**config.mk**
```make
export PLATFORM = sky130hd
export DESIGN_NAME = pipe8_core
export DESIGN_NICKNAME = d
export VERILOG_FILES = /design/src/pipe8_pkg.sv /design/src/pipe8_arith.sv /design/src/pipe8_core.sv /design/src/pipe8_fetch_decode.sv /design/src/pipe8_logic.sv /design/src/pipe8_operand.sv /design/src/pipe8_writeback.sv
export SDC_FILE = /design/constraint.sdc
export NUM_CORES = 1
export LEC_CHECK = 0
export CAP_MARGIN = 0
export CORE_MARGIN = 3
export CORE_UTILIZATION = 57
export DETAILED_ROUTE_END_ITERATION = 6
export DONT_BUFFER_PORTS = 1
export PLACE_DENSITY = 0.77
export SLEW_MARGIN = 10
export SYNTH_ARGS = -nofsm -noshare
export SYNTH_HDL_FRONTEND = slang
export SYNTH_SLANG_ARGS = --single-unit
```
**constraint.sdc**
```tcl
create_clock -name clk -period 3.7 [get_ports clk]
set_clock_uncertainty 0.2 [all_clocks]
set_input_delay 0.185 -clock clk [delete_from_list [all_inputs] [get_ports clk]]
set_output_delay 0.185 -clock clk [all_outputs]
set_load 0.05 [all_outputs]
```
**src/pipe8_pkg.sv**
```systemverilog
package pipe8_pkg;

	// --------------------
	// Datapath widths
	// --------------------

	// Data word and register width
	localparam int DATA_W = 8;
	// Eight general registers
	localparam int REG_ADDR_W = 3;
	// Data memory holds 256 bytes
	localparam int MEM_ADDR_W = 8;
	// 1024-entry instruction space
	localparam int PC_W = 10;
	localparam int INSTR_W = 16;
	// Opcode sits in the top bits of the instruction
	localparam int OPCODE_W = 5;

	// --------------------
	// Scalar types
	// --------------------

	typedef logic [DATA_W-1:0] data_t;
	typedef logic [REG_ADDR_W-1:0] reg_addr_t;
	typedef logic [MEM_ADDR_W-1:0] mem_addr_t;
	typedef logic [PC_W-1:0] pc_t;
	typedef logic [INSTR_W-1:0] instr_t;

	// Supported opcodes, anything else runs as NOP
	typedef enum logic [OPCODE_W-1:0] {
		OP_NOP    = 5'h00,
		OP_ADD    = 5'h01,
		OP_SUB    = 5'h02,
		OP_AND    = 5'h03,
		OP_OR     = 5'h04,
		OP_NOT    = 5'h05,
		OP_SHL    = 5'h06,
		OP_LOAD   = 5'h08,
		OP_STORE  = 5'h09,
		OP_ANDBIT = 5'h0a,
		OP_ORBIT  = 5'h0b,
		OP_NOTBIT = 5'h0c
	} opcode_e;

	// Where a register-write result comes from
	typedef enum logic [1:0] {
		CLASS_ARITH,
		CLASS_LOGIC,
		CLASS_LOAD,
		CLASS_NONE
	} op_class_e;

endpackage

```
**src/pipe8_arith.sv**
```systemverilog
`timescale 1ns/10ps

module pipe8_arith
	import pipe8_pkg::*;
(
	input opcode_e ex_opcode,
	input data_t ex_operand_a,
	input data_t ex_operand_b,
	output data_t arith_result
);

	// Second adder input after complement or zeroing
	data_t addend;
	logic carry_in;
	data_t sum;

	// SUB is a + ~b + 1
	// STORE passes a through the adder with zero
	always_comb
	begin
		addend = ex_operand_b;
		carry_in = 1'b0;
		case (ex_opcode)
			OP_SUB:
			begin
				addend = ~ex_operand_b;
				carry_in = 1'b1;
			end
			OP_STORE:
				addend = '0;
			default:
				;
		endcase
	end

	// Carry out dropped, result wraps modulo 256
	assign sum = ex_operand_a + addend + {{(DATA_W-1){1'b0}}, carry_in};

	// Shift left by one, zero fill
	assign arith_result = (ex_opcode == OP_SHL) ? {ex_operand_a[DATA_W-2:0], 1'b0} : sum;

endmodule

```
**src/pipe8_core.sv**
```systemverilog
`timescale 1ns/10ps

module pipe8_core
	import pipe8_pkg::*;
(
	input logic clk,
	input logic reset,
	input instr_t instr_mem_out,
	input data_t op1_rd_data,
	input data_t op2_rd_data,
	input data_t datamem_rd_data,
	output pc_t prog_ctr,
	output reg_addr_t op1_addr,
	output reg_addr_t op2_addr,
	output logic reg_wr_en,
	output reg_addr_t destination_reg_addr,
	output logic store_to_mem,
	output mem_addr_t data_rd_addr,
	output mem_addr_t data_wr_addr,
	output data_t datamem_wr_data,
	output data_t operation_result
);

	// Decode stage
	opcode_e id_opcode;
	reg_addr_t id_dest;
	mem_addr_t id_mem_addr;
	logic id_reg_write;

	// Execute stage
	opcode_e ex_opcode;
	reg_addr_t ex_dest;
	mem_addr_t ex_mem_addr;
	logic ex_reg_write;
	data_t ex_operand_a;
	data_t ex_operand_b;
	data_t arith_result;
	data_t logic_result;

	// Write-back forwarding path
	logic wb_reg_write;
	reg_addr_t wb_dest;
	data_t wb_data;

	pipe8_fetch_decode u_fetch_decode (
		.clk(clk),
		.reset(reset),
		.instr_mem_out(instr_mem_out),
		.prog_ctr(prog_ctr),
		.op1_addr(op1_addr),
		.op2_addr(op2_addr),
		.id_opcode(id_opcode),
		.id_dest(id_dest),
		.id_mem_addr(id_mem_addr),
		.id_reg_write(id_reg_write)
	);

	pipe8_operand u_operand (
		.clk(clk),
		.reset(reset),
		.op1_addr(op1_addr),
		.op2_addr(op2_addr),
		.op1_rd_data(op1_rd_data),
		.op2_rd_data(op2_rd_data),
		.id_opcode(id_opcode),
		.id_dest(id_dest),
		.id_mem_addr(id_mem_addr),
		.id_reg_write(id_reg_write),
		.wb_reg_write(wb_reg_write),
		.wb_dest(wb_dest),
		.wb_data(wb_data),
		.ex_opcode(ex_opcode),
		.ex_dest(ex_dest),
		.ex_mem_addr(ex_mem_addr),
		.ex_reg_write(ex_reg_write),
		.ex_operand_a(ex_operand_a),
		.ex_operand_b(ex_operand_b)
	);

	// Both units compute every cycle, write-back picks one
	pipe8_arith u_arith (
		.ex_opcode(ex_opcode),
		.ex_operand_a(ex_operand_a),
		.ex_operand_b(ex_operand_b),
		.arith_result(arith_result)
	);

	pipe8_logic u_logic (
		.ex_opcode(ex_opcode),
		.ex_operand_a(ex_operand_a),
		.ex_operand_b(ex_operand_b),
		.logic_result(logic_result)
	);

	pipe8_writeback u_writeback (
		.clk(clk),
		.reset(reset),
		.ex_opcode(ex_opcode),
		.ex_dest(ex_dest),
		.ex_mem_addr(ex_mem_addr),
		.ex_reg_write(ex_reg_write),
		.arith_result(arith_result),
		.logic_result(logic_result),
		.datamem_rd_data(datamem_rd_data),
		.operation_result(operation_result),
		.destination_reg_addr(destination_reg_addr),
		.reg_wr_en(reg_wr_en),
		.store_to_mem(store_to_mem),
		.data_rd_addr(data_rd_addr),
		.data_wr_addr(data_wr_addr),
		.datamem_wr_data(datamem_wr_data),
		.wb_reg_write(wb_reg_write),
		.wb_dest(wb_dest),
		.wb_data(wb_data)
	);

endmodule

```
**src/pipe8_fetch_decode.sv**
```systemverilog
`timescale 1ns/10ps

module pipe8_fetch_decode
	import pipe8_pkg::*;
(
	input logic clk,
	input logic reset,
	input instr_t instr_mem_out,
	output pc_t prog_ctr,
	output reg_addr_t op1_addr,
	output reg_addr_t op2_addr,
	output opcode_e id_opcode,
	output reg_addr_t id_dest,
	output mem_addr_t id_mem_addr,
	output logic id_reg_write
);

	// Instruction register, feeds the decode stage
	instr_t instr;
	// Opcode field before legality check
	logic [OPCODE_W-1:0] raw_opcode;

	// --------------------
	// Fetch
	// --------------------

	// PC counts up by one, no branches
	// Instruction memory answers in the same cycle
	always_ff @(posedge clk)
	begin
		if (reset)
		begin
			prog_ctr <= '0;
			// All-zero word is a NOP
			instr <= '0;
		end
		else
		begin
			prog_ctr <= prog_ctr + 1'b1;
			instr <= instr_mem_out;
		end
	end

	// --------------------
	// Field extraction
	// --------------------

	// Fields pulled out for every format
	// Later stages ignore what they do not need
	assign raw_opcode = instr[INSTR_W-1 -: OPCODE_W];
	assign op1_addr = instr[2:0];
	assign op2_addr = instr[6:4];
	assign id_dest = instr[10:8];

	// LOAD carries address in low byte, STORE in bits 10..3
	assign id_mem_addr = (id_opcode == OP_STORE) ? instr[10:3] : instr[7:0];

	// --------------------
	// Opcode decode
	// --------------------

	// Undefined codes (old jumps, compare) collapse to NOP
	always_comb
	begin
		case (raw_opcode)
			OP_ADD, OP_SUB, OP_AND, OP_OR, OP_NOT, OP_SHL,
			OP_LOAD, OP_STORE, OP_ANDBIT, OP_ORBIT, OP_NOTBIT:
				id_opcode = opcode_e'(raw_opcode);
			default:
				id_opcode = OP_NOP;
		endcase
	end

	// Register file write for ALU ops and LOAD
	// STORE and NOP leave registers alone
	always_comb
	begin
		case (id_opcode)
			OP_ADD, OP_SUB, OP_SHL,
			OP_AND, OP_OR, OP_NOT,
			OP_ANDBIT, OP_ORBIT, OP_NOTBIT,
			OP_LOAD:
				id_reg_write = 1'b1;
			default:
				id_reg_write = 1'b0;
		endcase
	end

endmodule

```
**src/pipe8_logic.sv**
```systemverilog
`timescale 1ns/10ps

module pipe8_logic
	import pipe8_pkg::*;
(
	input opcode_e ex_opcode,
	input data_t ex_operand_a,
	input data_t ex_operand_b,
	output data_t logic_result
);

	// Operand truth values for the logical forms
	logic a_nz;
	logic b_nz;

	assign a_nz = |ex_operand_a;
	assign b_nz = |ex_operand_b;

	always_comb
	begin
		case (ex_opcode)
			// Logical forms give 0 or 1
			OP_AND:
				logic_result = {{(DATA_W-1){1'b0}}, a_nz & b_nz};
			OP_OR:
				logic_result = {{(DATA_W-1){1'b0}}, a_nz | b_nz};
			OP_NOT:
				logic_result = {{(DATA_W-1){1'b0}}, ~a_nz};
			// Bitwise forms work on the whole byte
			OP_ANDBIT:
				logic_result = ex_operand_a & ex_operand_b;
			OP_ORBIT:
				logic_result = ex_operand_a | ex_operand_b;
			OP_NOTBIT:
				logic_result = ~ex_operand_a;
			// Not selected in write-back for other opcodes
			default:
				logic_result = '0;
		endcase
	end

endmodule

```
**src/pipe8_operand.sv**
```systemverilog
`timescale 1ns/10ps

module pipe8_operand
	import pipe8_pkg::*;
(
	input logic clk,
	input logic reset,
	input reg_addr_t op1_addr,
	input reg_addr_t op2_addr,
	input data_t op1_rd_data,
	input data_t op2_rd_data,
	input opcode_e id_opcode,
	input reg_addr_t id_dest,
	input mem_addr_t id_mem_addr,
	input logic id_reg_write,
	input logic wb_reg_write,
	input reg_addr_t wb_dest,
	input data_t wb_data,
	output opcode_e ex_opcode,
	output reg_addr_t ex_dest,
	output mem_addr_t ex_mem_addr,
	output logic ex_reg_write,
	output data_t ex_operand_a,
	output data_t ex_operand_b
);

	// Decode-stage operands after forwarding
	data_t id_data_a;
	data_t id_data_b;
	// Execute-stage copies before second forwarding
	data_t data_a_q;
	data_t data_b_q;
	// Source indices kept for the execute-stage compare
	reg_addr_t op1_addr_q;
	reg_addr_t op2_addr_q;

	// Pick write-back value when it targets this source
	function automatic data_t fwd_sel(
		input reg_addr_t src,
		input data_t reg_data,
		input logic wr,
		input reg_addr_t dest,
		input data_t wdata
	);
		return (wr && (src == dest)) ? wdata : reg_data;
	endfunction

	// --------------------
	// Decode-stage forwarding
	// --------------------

	// Covers the instruction two ahead, whose write lands next edge
	assign id_data_a = fwd_sel(op1_addr, op1_rd_data, wb_reg_write, wb_dest, wb_data);
	assign id_data_b = fwd_sel(op2_addr, op2_rd_data, wb_reg_write, wb_dest, wb_data);

	// --------------------
	// Decode/execute registers
	// --------------------

	// Controls, cleared so nothing writes while the pipe fills
	always_ff @(posedge clk)
	begin
		if (reset)
		begin
			ex_opcode <= OP_NOP;
			ex_reg_write <= 1'b0;
		end
		else
		begin
			ex_opcode <= id_opcode;
			ex_reg_write <= id_reg_write;
		end
	end

	// Payload
	always_ff @(posedge clk)
	begin
		data_a_q <= id_data_a;
		data_b_q <= id_data_b;
		op1_addr_q <= op1_addr;
		op2_addr_q <= op2_addr;
		ex_dest <= id_dest;
		ex_mem_addr <= id_mem_addr;
	end

	// --------------------
	// Execute-stage forwarding
	// --------------------

	// Instruction one ahead now sits in write-back
	// Its value wins over anything captured in decode
	assign ex_operand_a = fwd_sel(op1_addr_q, data_a_q, wb_reg_write, wb_dest, wb_data);
	assign ex_operand_b = fwd_sel(op2_addr_q, data_b_q, wb_reg_write, wb_dest, wb_data);

endmodule

```
**src/pipe8_writeback.sv**
```systemverilog
`timescale 1ns/10ps

module pipe8_writeback
	import pipe8_pkg::*;
(
	input logic clk,
	input logic reset,
	input opcode_e ex_opcode,
	input reg_addr_t ex_dest,
	input mem_addr_t ex_mem_addr,
	input logic ex_reg_write,
	input data_t arith_result,
	input data_t logic_result,
	input data_t datamem_rd_data,
	output data_t operation_result,
	output reg_addr_t destination_reg_addr,
	output logic reg_wr_en,
	output logic store_to_mem,
	output mem_addr_t data_rd_addr,
	output mem_addr_t data_wr_addr,
	output data_t datamem_wr_data,
	output logic wb_reg_write,
	output reg_addr_t wb_dest,
	output data_t wb_data
);

	op_class_e ex_class;
	op_class_e wb_class;
	data_t ex_result;
	// One address serves both memory ports
	mem_addr_t mem_addr_q;

	// --------------------
	// Execute result select
	// --------------------

	// STORE goes through the adder, so it counts as arithmetic
	always_comb
	begin
		case (ex_opcode)
			OP_ADD, OP_SUB, OP_SHL, OP_STORE:
				ex_class = CLASS_ARITH;
			OP_AND, OP_OR, OP_NOT, OP_ANDBIT, OP_ORBIT, OP_NOTBIT:
				ex_class = CLASS_LOGIC;
			OP_LOAD:
				ex_class = CLASS_LOAD;
			default:
				ex_class = CLASS_NONE;
		endcase
	end

	assign ex_result = (ex_class == CLASS_LOGIC) ? logic_result : arith_result;

	// --------------------
	// Execute/write-back registers
	// --------------------

	// Write enables low while the pipe fills
	always_ff @(posedge clk)
	begin
		if (reset)
		begin
			reg_wr_en <= 1'b0;
			store_to_mem <= 1'b0;
			wb_class <= CLASS_NONE;
		end
		else
		begin
			reg_wr_en <= ex_reg_write;
			store_to_mem <= (ex_opcode == OP_STORE);
			wb_class <= ex_class;
		end
	end

	always_ff @(posedge clk)
	begin
		operation_result <= ex_result;
		destination_reg_addr <= ex_dest;
		mem_addr_q <= ex_mem_addr;
	end

	assign data_rd_addr = mem_addr_q;
	assign data_wr_addr = mem_addr_q;

	// Loaded byte replaces the result on LOAD
	// Same bus carries register data and store data
	assign datamem_wr_data = (wb_class == CLASS_LOAD) ? datamem_rd_data : operation_result;

	// Forwarding source for the operand stage
	assign wb_reg_write = reg_wr_en;
	assign wb_dest = destination_reg_addr;
	assign wb_data = datamem_wr_data;

endmodule

```
Word level (Yosys, flattened, before mapping)
Memories as Yosys holds them, arrays and structs flattened. A register that Yosys moved wholly into a read port is not among the register bits.
Cells that the tools add are included.
- add/subtract/negate cells: 3
- multipliers: 0
- div/mod/pow operators: 0
- $lt $le $gt $ge: 0
- equality and inequality tests: 27
- shifts and indexed selects: 0
- multiplexer cells: 14
- bitwise operators: 7
- reduce and logical (&&, ||, !) cells: 8
- operators with widths (cell ; count):
    2-to-1 mux 8 bit ; 8
    equality test 5 x 4 -> 1 bit, second input constant ; 10
    one-hot mux 8 bit (6 select lines) ; 1
    equality test 5 x 3 -> 1 bit, second input constant ; 6
    equality test 5 x 2 -> 1 bit, second input constant ; 4
    inverter 8 bit ; 2
    one-hot mux 8 bit (2 select lines) ; 1
    OR reduction 8 bit ; 2
    equality test 3 bit ; 4
    OR reduction 11 bit ; 1
    adder 10 x 1 -> 10 bit, second input constant ; 1
    adder 8 x 1 -> 8 bit ; 1
    adder 8 bit ; 1
    bitwise AND 8 bit ; 1
    bitwise OR 8 bit ; 1
    equality test 5 x 1 -> 1 bit, second input constant ; 1
    2-to-1 mux 5 bit ; 1
    logical AND 1 bit ; 4
    2-to-1 mux 4 bit ; 1
    equality test 2 x 1 -> 1 bit, second input constant ; 1
    equality test 2 bit, second input constant ; 1
    2-to-1 mux 2 bit ; 1
    OR reduction 2 bit ; 1
    bitwise AND 1 bit ; 1
    3 further kinds ; 3
- register bits after elaboration: 87
- bits in latches: 0
- RAM bits: 0
- memory bits (read-only): 48
- input port bits: 42
- word-level logic and storage cells: 76
- memories kept: 2
- memories (name ; depth ; bits a word ; rd ports ; clocked after Yosys merged registers in ; write ports ; line ; source):
    (name not given) ; 16 ; 2 ; 1 ; 1 ; 0 ; pipe8_writeback.sv:40 ; case (ex_opcode)
    (name not given) ; 16 ; 1 ; 1 ; 1 ; 0 ; pipe8_fetch_decode.sv:78 ; case (id_opcode)

Logic depth before layout (Yosys ltp)
- depth after elaboration: 9
- mapped depth: 17
- depth with buffers taken out: 15

Cells and area by module
A second synthesis with hierarchy kept.
- cells, all modules: 449
- area, all modules: 4684.5 sq um
- by module, submodules not included (module ; instances ; cells an instance ; area an instance (sq um) ; seq. area each (sq um)):
    pipe8_operand ; 1 ; 96 ; 1559.0 ; 780.7
    pipe8_writeback ; 1 ; 119 ; 1173.6 ; 460.4
    pipe8_fetch_decode ; 1 ; 109 ; 1106.1 ; 520.5
    pipe8_arith ; 1 ; 80 ; 548.0 ; 0.0
    pipe8_logic ; 1 ; 45 ; 297.8 ; 0.0

Least setup slack after synthesis
Ideal clock, no wire load.
- path kind: flip-flop to flip-flop
- start: register u_writeback.destination_reg_addr[0]
- end: register u_writeback.operation_result[6]
- arrival: 3.288 ns
- required time: 3.408 ns
- path slack: 0.120 ns
- stages on the path, launching flop included: 15
- path buffers: 1
- period minus slack after synthesis: 3.580 ns
- cell sequence: dfxtp_1 -> buf_6 -> xnor2_2 -> nand4_2 -> mux2i_1 -> a31oi_1 -> fa_1 -> fa_1 -> nor2b_1 -> o21ai_0 -> a21boi_0 -> o21a_1 -> or3_1 -> a21oi_1 -> o32ai_1
- word-level cells in the longest chain between the ends: 9
- ends and longest elaborated chain (item ; line ; source):
    from (decl) ; pipe8_writeback.sv:16 ; output reg_addr_t destination_reg_addr,
    from (signal assigned) ; pipe8_writeback.sv:78 ; destination_reg_addr <= ex_dest;
    equality test 3 bit ; pipe8_operand.sv:45 ; return (wr && (src == dest)) ? wdata : reg_data;
    logical AND 1 bit ; pipe8_operand.sv:45 ;
    2-to-1 mux 8 bit ; pipe8_operand.sv:45 ;
    inverter 8 bit ; pipe8_arith.sv:26 ; addend = ~ex_operand_b;
    one-hot mux 8 bit (2 select lines) ; pipe8_arith.sv:23 ; case (ex_opcode)
    adder 8 bit ; pipe8_arith.sv:37 ; assign sum = ex_operand_a + addend + {{(DATA_W-1){1'b0}}, carry_in};
    adder 8 x 1 -> 8 bit ; pipe8_arith.sv:37 ;
    2-to-1 mux 8 bit ; pipe8_arith.sv:40 ; assign arith_result = (ex_opcode == OP_SHL) ? {ex_operand_a[DATA_W-2:0], 1'b0} : sum;
    2-to-1 mux 8 bit * ; pipe8_writeback.sv:52 ; assign ex_result = (ex_class == CLASS_LOGIC) ? logic_result : arith_result;
    via u_writeback.ex_result[6] ; pipe8_writeback.sv:29 ; data_t ex_result;
    to (signal assigned) ; pipe8_writeback.sv:77 ; operation_result <= ex_result;
    to (decl) ; pipe8_writeback.sv:15 ; output data_t operation_result,
Mark *: on every way through the listed nets, which the timed path passes. The rest lies on a longest branch.
A chain may end at the register's enable or synchronous reset.

Worst setup path in the final report
- start: register u_writeback.wb_class[1]
- end: register u_writeback.operation_result[6]
- word-level cells in the longest chain between the ends: 9
- ends and longest elaborated chain (item ; line ; source):
    from (decl) ; pipe8_writeback.sv:28 ; op_class_e wb_class;
    from (signal assigned) ; pipe8_writeback.sv:71 ; wb_class <= ex_class;
    equality test 2 bit * ; pipe8_writeback.sv:87 ; assign datamem_wr_data = (wb_class == CLASS_LOAD) ? datamem_rd_data : operation_result;
    2-to-1 mux 8 bit * ; pipe8_writeback.sv:87 ;
    2-to-1 mux 8 bit ; pipe8_operand.sv:45 ;
    inverter 8 bit ; pipe8_arith.sv:26 ;
    one-hot mux 8 bit (2 select lines) ; pipe8_arith.sv:23 ;
    adder 8 bit ; pipe8_arith.sv:37 ;
    adder 8 x 1 -> 8 bit ; pipe8_arith.sv:37 ;
    2-to-1 mux 8 bit ; pipe8_arith.sv:40 ;
    2-to-1 mux 8 bit * ; pipe8_writeback.sv:52 ;
    via u_writeback.ex_result[6] ; pipe8_writeback.sv:29 ;
Marked as above.

==> results.ini <==
[synthesis]
synth.ff_latch_count = 90
synth-seq-area-share_pct = 42.7
synth_cells = 429
synth_nets = 483
synthArstFlopShare_pct = 0
synth_cell_types = 60
synth_area_per_cell_um2 = 9.83
ys_warn_count = 0
netlist.area_leader.share_pct = 42.7
yosysTopAreaCell = dfxtp_1
netlist_area_um2 = 4220
synth_ff_type = dfxtp_1
synth-edff-count = 0
synthTopCellsByArea = dfxtp_1, mux2i_1, mux2_2

[cells_and_area]
final_util_pct = 70.8
instances_no_fill = 573
fillers = 504
nets = 526
final_common_cell = dfxtp_1
final_cell_mix = dfxtp_1, dlygate4sd3_1, nand2_1, nor2_1, nor2b_1
diodes = 0
area_growth_syn_to_layout_pct = 17.1
drive_above_1_share_pct = 16.8

[cts]
clock_latency_ps = 350
postCtsSetupBuffers = 0
root_buffer = clkbuf_8
cts_num_sinks = 90
cts_max_path_buffers = 2
cts_buffers = 9
clk_pin_slew_ps = 100
h-tree-depth = 3
cts_tree = built

[timing]
finalHoldViolCount = 0
post-route-period-util_pct = 91.8
tightest_slew_ps = 945
slew_headroom_pct = 36.9
max_freq_mhz = 294
timing.final.ws_setup_ps = 302
setup_tns_ps = 0
slew_viol_final = 0
rsz0062_at_grt = false
final.min_clock_period_ps = 3400
setup_viol = 0

[drt]
post_drt_wl_per_cell_um = 17.0
route.antenna.remaining_nets = 0
drt_pass1_iterations = 5
route.detailed.drc = 0
vias_per_cell = 5.72
wl_mm = 9.72
vias = 3280
drt-initial-drc-count = 158

[critical_path]
slowest_delay_ps = 450
required_ps = 3760
path_cells = nor2b_4 > mux2_2 > mux2i_1 > a31oi_1 > fa_1 > fa_1 > nor2b_1 > o21ai_0 > a21boi_1 > o21a_1 > or3_1 > a21oi_1 > o32ai_1
startpoint_type = flip-flop
cp-end-kind = flip-flop
worst_path_max_delay_cell = fa_1
path_max_fanout = 3
worstPathArrival_ps = 3460
crit_top_cell = fa_1
crit_type = reg -> reg

[grt]
grt_use_met3_pct = 7.22
antenna_found_initial = 0
use_met1_pct = 27.7
grtUsageTotal_pct = 23.3
busiest_layer = met2
grt_pass1_wl_mm = 15.8
overflow = 0
grt_max_degree = 32
grtUsageMet2_pct = 38.3
grt_pass1_vias = 3276

[run]
maxCapViolations = 0

[die]
initial_core_util_pct = 60.4
io_pins = 95
dieArea_um2 = 8470
fp.dieH_um = 92.0
fp.dieW_um = 92.0
core-area_um2 = 6980
rows = 30

[placed_design]
numPortBuffers = 0
place_ws_ps = 255
dpl.cell_count = 514
dpl.hpwl_mm = 6.72
gp_congestion = 0.955

[power]
power_mw = 2.50
vdd_ir_drop_max_mv = 0.292
power_density_nw_per_um2 = 507
power_leakage_nw = 2.04

[run_status]
status = complete, no violations

[min_path]
min-delay-path-class = in -> reg

## sequential cells by signal (all words and copies together), names as in the netlist, 2 cells and up, named ones only
name                              cells
u_operand.data_a_q                    8
u_operand.ex_opcode                   5
u_operand.ex_mem_addr                 8
u_fetch_decode.instr                 16
u_fetch_decode.prog_ctr              10
u_operand.op1_addr_q                  3
u_operand.data_b_q                    8
u_writeback.operation_result          8
u_writeback.destination_reg_addr      3
u_writeback.wb_class                  2
u_operand.op2_addr_q                  3
u_writeback.data_rd_addr              8
u_operand.ex_dest                     3
## report_power, final
| part | total, mW | internal [mW] | switching [mW] |
|---|---|---|---|
| combinational | 0.573 | 0.211 | 0.363 |
| sequential | 1.22 | 1.04 | 0.174 |
| clock | 0.712 | 0.348 | 0.363 |
| total | 2.50 | 1.60 | 0.900 |
## synthesized netlist by cell type, drive strengths merged, types with 9 or more instances
| cell | instances |
|---|---|
| a21oi | 16 |
| buf | 24 |
| dfxtp | 90 |
| ha | 10 |
| inv | 16 |
| maj3 | 9 |
| mux2 | 18 |
| mux2i | 20 |
| nand2 | 33 |
| nand3 | 9 |
| nor2 | 27 |
| nor2b | 26 |
| o21ai | 24 |
| xnor2 | 18 |
## through the flow
stage	instance area [um2]	hold WS, ps
floorplan	4220	93.6
global placement	4270	54.8
detailed placement	4270	56.3
CTS	4920	8.76
global route	4940	63.1
finish	4940	30.8
## repair_timing
action,CTS,global route
hold buffers,42,1
setup endpoints to repair,0,2
hold endpoints to repair,52,1
resized for setup,0,5
## path summary, 6_finish.rpt
check | startpoint | end | slack [ps] | cells past startpoint
hold / removal | datamem_rd_data[3] | u_operand.data_a_q[3]$_DFF_P_ | 30 | 3
hold reg to reg | u_operand.ex_mem_addr[6]$_DFF_P_ | u_writeback.data_rd_addr[6]$_DFF_P_ | 130 | 0
setup reg to reg | u_writeback.wb_class[1]$_SDFF_PP1_ | u_writeback.operation_result[6]$_DFF_P_ | 300 | 13
setup / recovery | u_writeback.wb_class[1]$_SDFF_PP1_ | u_writeback.operation_result[6]$_DFF_P_ | 300 | 13
## layer usage
layer / share of wire, % / up-vias
met2: 47 / 146
met4: 3.3 / 0
met3: 8.0 / 29
met5: 0 / -
met1: 41 / 1552
li1: - / 1553
## final cells by class
| cell class | instances | area, um2 | share of cell area (%) |
|---|---|---|---|
| multi-input cells | 291 | 2140 | 43.3 |
| flip-flops and latches | 90 | 1810 | 36.6 |
| repair buffers | 63 | 591 | 12.0 |
| clock buffers | 10 | 138 | 2.79 |
| well taps | 96 | 120 | 2.43 |
| clock inverters | 6 | 81.3 | 1.65 |
| inverters | 17 | 63.8 | 1.29 |
## worst max-delay path: cells and delay by family (launching register included)
family                   cells  cell delay (ps)
flip-flops                   1              320
AO/OA/AOI/OAI                6              930
multiplexers                 2              570
adder cells (fa/ha/maj)      2              850
AND/OR/NAND/NOR              3              450
## kinds of logic (layout without fill, tap and decap cells)
family	count (synthesis)	after routing	synth area share, %
flip-flops	90	90	42.7
buffers and inverters	48	96	6.62
AO/OA/AOI/OAI	72	72	11.4
adder cells (fa/ha/maj)	21	21	6.14
XOR/XNOR	22	22	5.81
AND/OR/NAND/NOR	137	137	17.5
multiplexers	38	38	9.73
other	1	1	0.0889
No activity file was read; power rests on OpenSTA's default activity.
